**config.mk**
```make
export PLATFORM = sky130hd
export DESIGN_NAME = cpu_top
export DESIGN_NICKNAME = d
export VERILOG_FILES = /design/src/common/isa_pkg.sv /design/src/core/cpu_alu.sv /design/src/core/cpu_fetch.sv /design/src/core/cpu_exec.sv /design/src/design/data_ram.sv /design/src/design/out_port.sv /design/src/design/cpu_top.sv
export VERILOG_INCLUDE_DIRS = /design/src /design/src/common
export SDC_FILE = /design/constraint.sdc
export NUM_CORES = 1
export LEC_CHECK = 0
export ABC_AREA = 1
export BUFFER_PORTS_ARGS = -buffer_cell sky130_fd_sc_hd__clkbuf_2
export CAP_MARGIN = 5
export CORE_ASPECT_RATIO = 0.8
export CORE_MARGIN = 10
export CORE_UTILIZATION = 55
export DETAILED_ROUTE_END_ITERATION = 10
export PLACE_DENSITY = 0.76
export SKIP_CTS_REPAIR_TIMING = 1
export SYNTH_ARGS = -nofsm -noshare
export SYNTH_HDL_FRONTEND = slang
export SYNTH_HIERARCHICAL = 1
export SYNTH_SLANG_ARGS = --single-unit
```
**constraint.sdc**
```tcl
create_clock -name clk -period 3.2 [get_ports clk]
set_input_delay 0.48 -clock clk [delete_from_list [all_inputs] [get_ports clk]]
set_output_delay 0.48 -clock clk [all_outputs]
set_load 0.02 [all_outputs]
```
**src/common/cpu_defines.svh**
```systemverilog
`ifndef CPU_DEFINES_SVH
`define CPU_DEFINES_SVH

// program memory address, 8k words
// top five bits select the page for jumps
`define CPU_ROM_AW 13

// one instruction word per ROM location
`define CPU_INSTR_W 12

// nibble datapath
// registers, ALU, RAM words and both ports
`define CPU_DATA_W 4

// data RAM address, formed as {Y,X}
`define CPU_RAM_AW 8

`endif

```
**src/common/isa_pkg.sv**
```systemverilog
`default_nettype none

package isa_pkg;

  // one 12-bit word, decoded two ways depending on op
  typedef union packed {
    // alu, moves, memory and port instructions
    struct packed {
      logic [3:0] op;
      logic [1:0] rd;
      logic [1:0] rs;
      logic [3:0] imm;
    } reg_form;
    // jumps, target is the low byte inside the current page
    struct packed {
      logic [3:0] op;
      logic [7:0] target;
    } br_form;
  } instr_t;

  // opcodes
  localparam logic [3:0] OP_NOP  = 4'h0;
  localparam logic [3:0] OP_LDI  = 4'h1;
  localparam logic [3:0] OP_MOV  = 4'h2;
  localparam logic [3:0] OP_ADD  = 4'h3;
  localparam logic [3:0] OP_IN   = 4'h4;
  localparam logic [3:0] OP_SUB  = 4'h5;
  localparam logic [3:0] OP_AND  = 4'h6;
  localparam logic [3:0] OP_OR   = 4'h7;
  localparam logic [3:0] OP_XOR  = 4'h8;
  localparam logic [3:0] OP_ADDI = 4'h9;
  localparam logic [3:0] OP_LD   = 4'hA;
  localparam logic [3:0] OP_ST   = 4'hB;
  localparam logic [3:0] OP_OUT  = 4'hC;
  localparam logic [3:0] OP_JC   = 4'hD;
  localparam logic [3:0] OP_JZ   = 4'hE;
  localparam logic [3:0] OP_JP   = 4'hF;

  // register indices for rd and rs
  localparam logic [1:0] REG_A = 2'd0;
  localparam logic [1:0] REG_B = 2'd1;
  localparam logic [1:0] REG_X = 2'd2;
  localparam logic [1:0] REG_Y = 2'd3;

endpackage

`default_nettype wire

```
**src/core/cpu_alu.sv**
```systemverilog
`timescale 1ns/100ps
`default_nettype none

`include "cpu_defines.svh"

module cpu_alu (
  input  logic [3:0]             op,
  input  logic [`CPU_DATA_W-1:0] a,
  input  logic [`CPU_DATA_W-1:0] b,
  output logic [`CPU_DATA_W-1:0] result,
  output logic                   carry,
  output logic                   zero
);
  import isa_pkg::*;

  // one extra bit on top for carry or borrow
  logic [`CPU_DATA_W:0] wide;

  always_comb begin
    case (op)
      OP_ADD, OP_ADDI: begin
        // carry out of bit 3
        wide = {1'b0, a} + {1'b0, b};
      end
      OP_SUB: begin
        // top bit goes high when b > a, i.e. a borrow
        wide = {1'b0, a} - {1'b0, b};
      end
      OP_AND: begin
        wide = {1'b0, a & b};
      end
      OP_OR: begin
        wide = {1'b0, a | b};
      end
      OP_XOR: begin
        wide = {1'b0, a ^ b};
      end
      default: begin
        // not an alu op, result is ignored by exec
        wide = '0;
      end
    endcase
  end

  assign result = wide[`CPU_DATA_W-1:0];
  // only used by exec for ADD, ADDI and SUB
  assign carry  = wide[`CPU_DATA_W];
  assign zero   = (result == '0);

endmodule

`default_nettype wire

```
**src/core/cpu_fetch.sv**
```systemverilog
`timescale 1ns/100ps
`default_nettype none

`include "cpu_defines.svh"

module cpu_fetch (
  input  logic                    clk,
  input  logic                    rst,
  output logic [`CPU_ROM_AW-1:0]  rom_addr,
  input  logic [`CPU_INSTR_W-1:0] rom_data,
  input  logic                    advance,
  input  logic                    pc_load,
  input  logic [7:0]              pc_target,
  output isa_pkg::instr_t         instr,
  output logic                    instr_valid
);

  logic [`CPU_ROM_AW-1:0]  pc;
  // copy of the ROM word, kept while exec stalls
  logic [`CPU_INSTR_W-1:0] instr_q;
  logic                    held;

  // pc is a register, so the ROM address is too
  assign rom_addr = pc;

  // step or jump only when exec says the instruction is done
  always_ff @(posedge clk) begin
    if (rst) begin
      pc <= '0;
    end else if (advance) begin
      if (pc_load) begin
        // jumps stay inside the current page
        pc <= {pc[`CPU_ROM_AW-1:8], pc_target};
      end else begin
        pc <= pc + 1'b1;
      end
    end
  end

  // low for the one cycle the new word is in flight
  always_ff @(posedge clk) begin
    if (rst) begin
      instr_valid <= 1'b0;
      held        <= 1'b0;
    end else begin
      instr_valid <= !advance;
      if (advance) begin
        held <= 1'b0;
      end else if (instr_valid) begin
        held <= 1'b1;
      end
    end
  end

  // capture on the first valid cycle
  always_ff @(posedge clk) begin
    if (instr_valid && !held) begin
      instr_q <= rom_data;
    end
  end

  // first cycle comes straight from the ROM, later ones from the copy
  assign instr = held ? instr_q : rom_data;

endmodule

`default_nettype wire

```
**src/core/cpu_exec.sv**
```systemverilog
`timescale 1ns/100ps
`default_nettype none

`include "cpu_defines.svh"

module cpu_exec (
  input  logic                   clk,
  input  logic                   rst,
  input  isa_pkg::instr_t        instr,
  input  logic                   instr_valid,
  output logic                   advance,
  output logic                   pc_load,
  output logic [7:0]             pc_target,
  output logic [`CPU_RAM_AW-1:0] ram_addr,
  output logic [`CPU_DATA_W-1:0] ram_wdata,
  output logic                   ram_we,
  input  logic [`CPU_DATA_W-1:0] ram_rdata,
  input  logic [`CPU_DATA_W-1:0] k0,
  output logic                   push_valid,
  output logic [`CPU_DATA_W-1:0] push_data,
  input  logic                   push_ready
);
  import isa_pkg::*;

  logic [3:0]             op;
  logic [1:0]             rd;
  logic [1:0]             rs;
  logic [`CPU_DATA_W-1:0] imm;
  logic [`CPU_DATA_W-1:0] reg_a, reg_b, reg_x, reg_y;
  logic                   flag_c, flag_z;
  // second cycle of LD, RAM data is ready
  logic                   ld_wait;
  logic [`CPU_DATA_W-1:0] rd_val, rs_val, alu_b, alu_result, wr_data;
  logic                   alu_carry, alu_zero, is_arith, is_logic, wr_en;

  // op sits in the same bits in both views
  assign op        = instr.reg_form.op;
  assign rd        = instr.reg_form.rd;
  assign rs        = instr.reg_form.rs;
  assign imm       = instr.reg_form.imm;
  assign pc_target = instr.br_form.target;

  // register file read ports
  always_comb begin
    case (rd)
      REG_A:   rd_val = reg_a;
      REG_B:   rd_val = reg_b;
      REG_X:   rd_val = reg_x;
      default: rd_val = reg_y;
    endcase
    case (rs)
      REG_A:   rs_val = reg_a;
      REG_B:   rs_val = reg_b;
      REG_X:   rs_val = reg_x;
      default: rs_val = reg_y;
    endcase
  end

  assign is_arith = (op == OP_ADD) || (op == OP_ADDI) || (op == OP_SUB);
  assign is_logic = (op == OP_AND) || (op == OP_OR) || (op == OP_XOR);
  // ADDI takes the immediate as second operand
  assign alu_b    = (op == OP_ADDI) ? imm : rs_val;

  cpu_alu i_alu (
    .op     (op),
    .a      (rd_val),
    .b      (alu_b),
    .result (alu_result),
    .carry  (alu_carry),
    .zero   (alu_zero)
  );

  // Y is the high nibble of the RAM address
  assign ram_addr  = {reg_y, reg_x};
  assign ram_wdata = rs_val;
  assign push_data = rs_val;

  // per-opcode control, nothing happens without a valid word
  always_comb begin
    advance    = 1'b0;
    pc_load    = 1'b0;
    wr_en      = 1'b0;
    wr_data    = alu_result;
    ram_we     = 1'b0;
    push_valid = 1'b0;
    if (instr_valid) begin
      case (op)
        OP_NOP: begin
          advance = 1'b1;
        end
        OP_LDI, OP_MOV, OP_IN: begin
          wr_en   = 1'b1;
          advance = 1'b1;
          if (op == OP_LDI) begin
            wr_data = imm;
          end else if (op == OP_MOV) begin
            wr_data = rs_val;
          end else begin
            wr_data = k0;
          end
        end
        OP_ADD, OP_SUB, OP_AND, OP_OR, OP_XOR, OP_ADDI: begin
          wr_en   = 1'b1;
          advance = 1'b1;
        end
        OP_LD: begin
          // first cycle only issues the read
          wr_en   = ld_wait;
          wr_data = ram_rdata;
          advance = ld_wait;
        end
        OP_ST: begin
          ram_we  = 1'b1;
          advance = 1'b1;
        end
        OP_OUT: begin
          // held here until the port takes it
          push_valid = 1'b1;
          advance    = push_ready;
        end
        OP_JC: begin
          pc_load = flag_c;
          advance = 1'b1;
        end
        OP_JZ: begin
          pc_load = flag_z;
          advance = 1'b1;
        end
        OP_JP: begin
          pc_load = 1'b1;
          advance = 1'b1;
        end
        default: begin
          advance = 1'b1;
        end
      endcase
    end
  end

  always_ff @(posedge clk) begin
    if (rst) begin
      ld_wait <= 1'b0;
    end else begin
      // set for exactly one cycle per LD
      ld_wait <= instr_valid && (op == OP_LD) && !ld_wait;
    end
  end

  // register file write port
  always_ff @(posedge clk) begin
    if (rst) begin
      reg_a <= '0;
      reg_b <= '0;
      reg_x <= '0;
      reg_y <= '0;
    end else if (wr_en) begin
      case (rd)
        REG_A:   reg_a <= wr_data;
        REG_B:   reg_b <= wr_data;
        REG_X:   reg_x <= wr_data;
        default: reg_y <= wr_data;
      endcase
    end
  end

  // logic ops touch Z only, arithmetic updates both
  always_ff @(posedge clk) begin
    if (rst) begin
      flag_c <= 1'b0;
      flag_z <= 1'b0;
    end else if (instr_valid && (is_arith || is_logic)) begin
      flag_z <= alu_zero;
      if (is_arith) begin
        flag_c <= alu_carry;
      end
    end
  end

endmodule

`default_nettype wire

```
**src/design/data_ram.sv**
```systemverilog
`timescale 1ns/100ps
`default_nettype none

`include "cpu_defines.svh"

module data_ram (
  input  logic                   clk,
  input  logic                   we,
  input  logic [`CPU_RAM_AW-1:0] addr,
  input  logic [`CPU_DATA_W-1:0] wdata,
  output logic [`CPU_DATA_W-1:0] rdata
);

  localparam int DEPTH = 1 << `CPU_RAM_AW;

  // 256 nibbles
  logic [`CPU_DATA_W-1:0] mem [0:DEPTH-1];

  always_ff @(posedge clk) begin
    if (we) begin
      mem[addr] <= wdata;
    end
    // registered read, old data on a same-address write
    rdata <= mem[addr];
  end

endmodule

`default_nettype wire

```
**src/design/out_port.sv**
```systemverilog
`timescale 1ns/100ps
`default_nettype none

`include "cpu_defines.svh"

module out_port (
  input  logic                   clk,
  input  logic                   rst,
  input  logic                   push_valid,
  input  logic [`CPU_DATA_W-1:0] push_data,
  output logic                   push_ready,
  output logic                   out_valid,
  output logic [`CPU_DATA_W-1:0] out_data,
  input  logic                   out_ready
);

  // room when empty, or when the held word leaves this cycle
  assign push_ready = !out_valid || out_ready;

  always_ff @(posedge clk) begin
    if (rst) begin
      out_valid <= 1'b0;
    end else if (push_ready) begin
      // refill or empty, depending on the push side
      out_valid <= push_valid;
    end
  end

  // payload only moves on an accepted push
  // while stalled push_ready is low, so data holds
  always_ff @(posedge clk) begin
    if (push_valid && push_ready) begin
      out_data <= push_data;
    end
  end

endmodule

`default_nettype wire

```
**src/design/cpu_top.sv**
```systemverilog
`timescale 1ns/100ps
`default_nettype none

`include "cpu_defines.svh"

module cpu_top (
  input  logic                    clk,
  input  logic                    rst,
  output logic [`CPU_ROM_AW-1:0]  rom_addr,
  input  logic [`CPU_INSTR_W-1:0] rom_data,
  input  logic [`CPU_DATA_W-1:0]  k0,
  output logic [`CPU_DATA_W-1:0]  out_data,
  output logic                    out_valid,
  input  logic                    out_ready
);
  import isa_pkg::*;

  // fetch to exec
  instr_t                 instr;
  logic                   instr_valid;
  // exec back to fetch
  logic                   advance;
  logic                   pc_load;
  logic [7:0]             pc_target;
  // data RAM
  logic [`CPU_RAM_AW-1:0] ram_addr;
  logic [`CPU_DATA_W-1:0] ram_wdata;
  logic [`CPU_DATA_W-1:0] ram_rdata;
  logic                   ram_we;
  // exec into the output slice
  logic                   push_valid;
  logic [`CPU_DATA_W-1:0] push_data;
  logic                   push_ready;

  cpu_fetch i_fetch (
    .clk         (clk),
    .rst         (rst),
    .rom_addr    (rom_addr),
    .rom_data    (rom_data),
    .advance     (advance),
    .pc_load     (pc_load),
    .pc_target   (pc_target),
    .instr       (instr),
    .instr_valid (instr_valid)
  );

  cpu_exec i_exec (
    .clk         (clk),
    .rst         (rst),
    .instr       (instr),
    .instr_valid (instr_valid),
    .advance     (advance),
    .pc_load     (pc_load),
    .pc_target   (pc_target),
    .ram_addr    (ram_addr),
    .ram_wdata   (ram_wdata),
    .ram_we      (ram_we),
    .ram_rdata   (ram_rdata),
    .k0          (k0),
    .push_valid  (push_valid),
    .push_data   (push_data),
    .push_ready  (push_ready)
  );

  data_ram i_data_ram (
    .clk   (clk),
    .we    (ram_we),
    .addr  (ram_addr),
    .wdata (ram_wdata),
    .rdata (ram_rdata)
  );

  out_port i_out_port (
    .clk        (clk),
    .rst        (rst),
    .push_valid (push_valid),
    .push_data  (push_data),
    .push_ready (push_ready),
    .out_valid  (out_valid),
    .out_data   (out_data),
    .out_ready  (out_ready)
  );

endmodule

`default_nettype wire

```
==> out/qor.yml <==
outcome: "finished, final reports clean"
nets: 4832
yosysUniqueCellTypes: 41
hold_class: "in2reg"
grt_overflow_total: 0
ys_seq_area_share_pct: 68.3
peakVddDrop_v: 0.000574
die_w_microns: 346
layout_common_cells: "nand2_1, edfxtp_1, nor2_1"
use_met1_pct: 33.6
ys_warn_count: 6
cts_max_path_buffers: 3
synthCells: 4763
syn_nets: 4797
worstPathCellList: "inv_4 -> buf_6 -> nand2_1 -> nand2_2 -> inv_2 -> nor2_4 -> nand2_4 -> a21oi_4 -> inv_2 -> ha_2 -> inv_2 -> nand2_1 -> xor2_1 -> ha_1 -> buf_6 -> xor2_1 -> nand2_1 -> nand4_1 -> nor2_1 -> nand4_1 -> a21oi_1"
syn_area_per_cell_sq_um: 9.84
grtUsageTotal_pct: 23.4
dp_hpwl_microns: 70100
p_per_area_nw_per_um2: 586
fin_hold_ws_ns: 0.0176
met3_usage_pct: 4.75
p_leak_uw: 0.0211
portBuffers: 36
grt_most_used_layer: "met2"
initial_utilization_pct: 55.6
postSynth.asyncResetShare_pct: 0
ios: 37
clkTransAtPathRegs_ns: 0.07
grt_pass1_vias: 31100
gr-usage-met2_pct: 35.9
max_stage_delay_ns: 0.38
gp_congestion: 0.875
tightest_slew_ns: 0.996
synth_edf_count: 1040
max_freq_mhz: 337
setup_viol: 0
cts.htree.levels: 3
cp.required_ns: 3.79
cpMaxStageDelayCell: "ha_1"
drive_above_1_share_pct: 8.81
finClkSkew_ns: 0.0203
rows: 95
maxCapViolCount: 0
cts_buffers: 100
fin_area_sq_um: 52600
period_share_pct: 92.6
dr.pass1.iters: 6
timing.final.max_slew_violations: 0
grt_max_degree: 120
grt_pass1_wl_microns: 179000
dieArea_sq_um: 97400
cp.arrival_ns: 3.56
post_drt_wl_per_cell_microns: 19.4
dieHeight_microns: 281
core_sq_um: 84300
area_delta_synth_final_pct: 12.1
cp_max_fo: 8
drc: 0
vias_per_cell: 5.55
synth-seq-cells: 1079
cp-end-kind: "register"
start_kind: "register"
antenna_found_initial: 2
wl_microns: 116000
path_delay_family: "simple AND/OR/NAND/NOR gates"
antenna_left: 0
tritoncts: "done"
num_vias: 33300
maxSlewHeadroom_pct: 33.3
crit_type: "reg2reg"
post_dp_cell_area_sq_um: 49000
final_common_cell: "nand2_1"
cts_root_buffer: "clkbuf_16"
clk_latency_ns: 0.68
finalHoldViolCount: 0
synth_flop_cell: "edfxtp_1"
synth_area_sq_um: 46900
cts.sinks: 1079
fin_crit_ns: 2.96
first_iter_violations: 4023
cp_num_buf_inv: 6
## registers in the layout, summed over array words and instances (netlist names)
name and flops:
i_data_ram/mem 1024, i_fetch/rom_addr 13, i_fetch/instr_q 12, i_data_ram/rdata 4
i_exec/reg_a 4, i_exec/reg_b 4, i_exec/reg_x 4, i_exec/reg_y 4
i_out_port/out_data 4, i_exec/flag_c 1, i_exec/flag_z 1, i_exec/ld_wait 1
i_fetch/held 1, i_fetch/instr_valid 1, i_out_port/out_valid 1
## worst register-to-register path, stage by stage, from the launching register on
cell     delay [ns]
dfxtp_4        0.37
inv_4          0.08
buf_6          0.13
nand2_1        0.06
nand2_2        0.07
inv_2          0.06
nor2_4         0.16
nand2_4        0.12
a21oi_4        0.17
inv_2          0.05
ha_2           0.17
inv_2          0.05
nand2_1        0.05
xor2_1         0.15
ha_1           0.38
buf_6          0.15
xor2_1         0.15
nand2_1        0.08
nand4_1        0.11
nor2_1         0.12
nand4_1        0.09
a21oi_1        0.13
## path summary, 6_finish.rpt
path,start,end,slack (ns),cells after the start
worst max-delay path,i_fetch/held,i_exec/flag_z,0.24,21
worst min-delay path,rom_data[3],i_fetch/instr_q[3],0.02,1
worst max register to register,i_fetch/held,i_exec/flag_z,0.24,21
worst min register to register,i_exec/ld_wait,i_exec/ld_wait,0.47,1
## cell type report
cell class	count	area [sq um]
Multi-Input combinational cell	3302	13400
Sequential cell	1079	32000
Timing Repair Buffer	177	1800
Clock buffer	120	2700
Tap cell	1115	1400
Inverter	138	579
Fill cell	6478	31700
Antenna cell	1	2.50
Clock inverter	67	679
## power by group
part           total [uW]  internal [uW]  leakage (uW)  switching, uW
sequential          15900          15900       0.00984           56.8
clock               12200           7010       0.00165           5190
combinational        2670            708       0.00960           1960
## through the flow
step | setup TNS, ns | power, uW | setup slack (ns) | utilization (%) | cells
final | 0 | 30800 | 0.236 | 62.4 | 5999
after global routing | -0.00782 | 31700 | -0.00782 | 62.4 | 5998
after CTS | -1.10 | 30800 | -0.163 | 62.1 | 5989
after detailed placement | -0.951 | 18800 | -0.156 | 58.1 | 5802
after global placement | -0.0881 | 18700 | -0.0487 | 58.1 | 5802
after floorplan | 0 | 17700 | 0.0140 | - | 4763
## synthesized netlist by cell type (2+ instances only)
| cell | instances | area (sq um) |
|---|---|---|
| o31ai_1 | 2 | 15.0 |
| nand3_1 | 145 | 726 |
| nand2_4 | 5 | 56.3 |
| nand3_2 | 3 | 30.0 |
| or2_0 | 4 | 25.0 |
| a21oi_1 | 55 | 275 |
| buf_2 | 77 | 385 |
| o21ai_0 | 38 | 190 |
| ha_1 | 14 | 175 |
| o21ai_1 | 69 | 345 |
| buf_4 | 18 | 135 |
| nand2_2 | 14 | 87.6 |
| dfxtp_1 | 39 | 781 |
| nor4_1 | 2 | 12.5 |
| nor2_1 | 363 | 1360 |
| clkbuf_1 | 112 | 420 |
| o22ai_1 | 5 | 31.3 |
| buf_6 | 2 | 22.5 |
| edfxtp_1 | 1040 | 31200 |
| nor2_4 | 8 | 90.1 |
| buf_1 | 35 | 131 |
| inv_2 | 18 | 67.6 |
| nand4_1 | 5 | 31.3 |
| xor2_1 | 6 | 52.6 |
| inv_1 | 118 | 443 |
| nand2_1 | 2542 | 9540 |
| nor2_2 | 10 | 62.6 |
## logic make-up after synthesis
family | Yosys count | share of synthesized area, %
AND/OR/NAND/NOR | 3105 | 25.8
adder cells (fa/ha/maj) | 15 | 0.416
flip-flops | 1079 | 68.3
XOR/XNOR | 6 | 0.112
AO/OA/AOI/OAI | 176 | 1.95
buffers and inverters | 382 | 3.47
## routing by layer
| layer | part of all wire [%] | vias up |
|---|---|---|
| met5 | 0.013 | - |
| met4 | 2.7 | 2 |
| met3 | 12 | 211 |
| met2 | 45 | 1784 |
| met1 | 41 | 15800 |
| li1 | - | 15600 |
No activity file was read; power rests on OpenSTA's default activity.
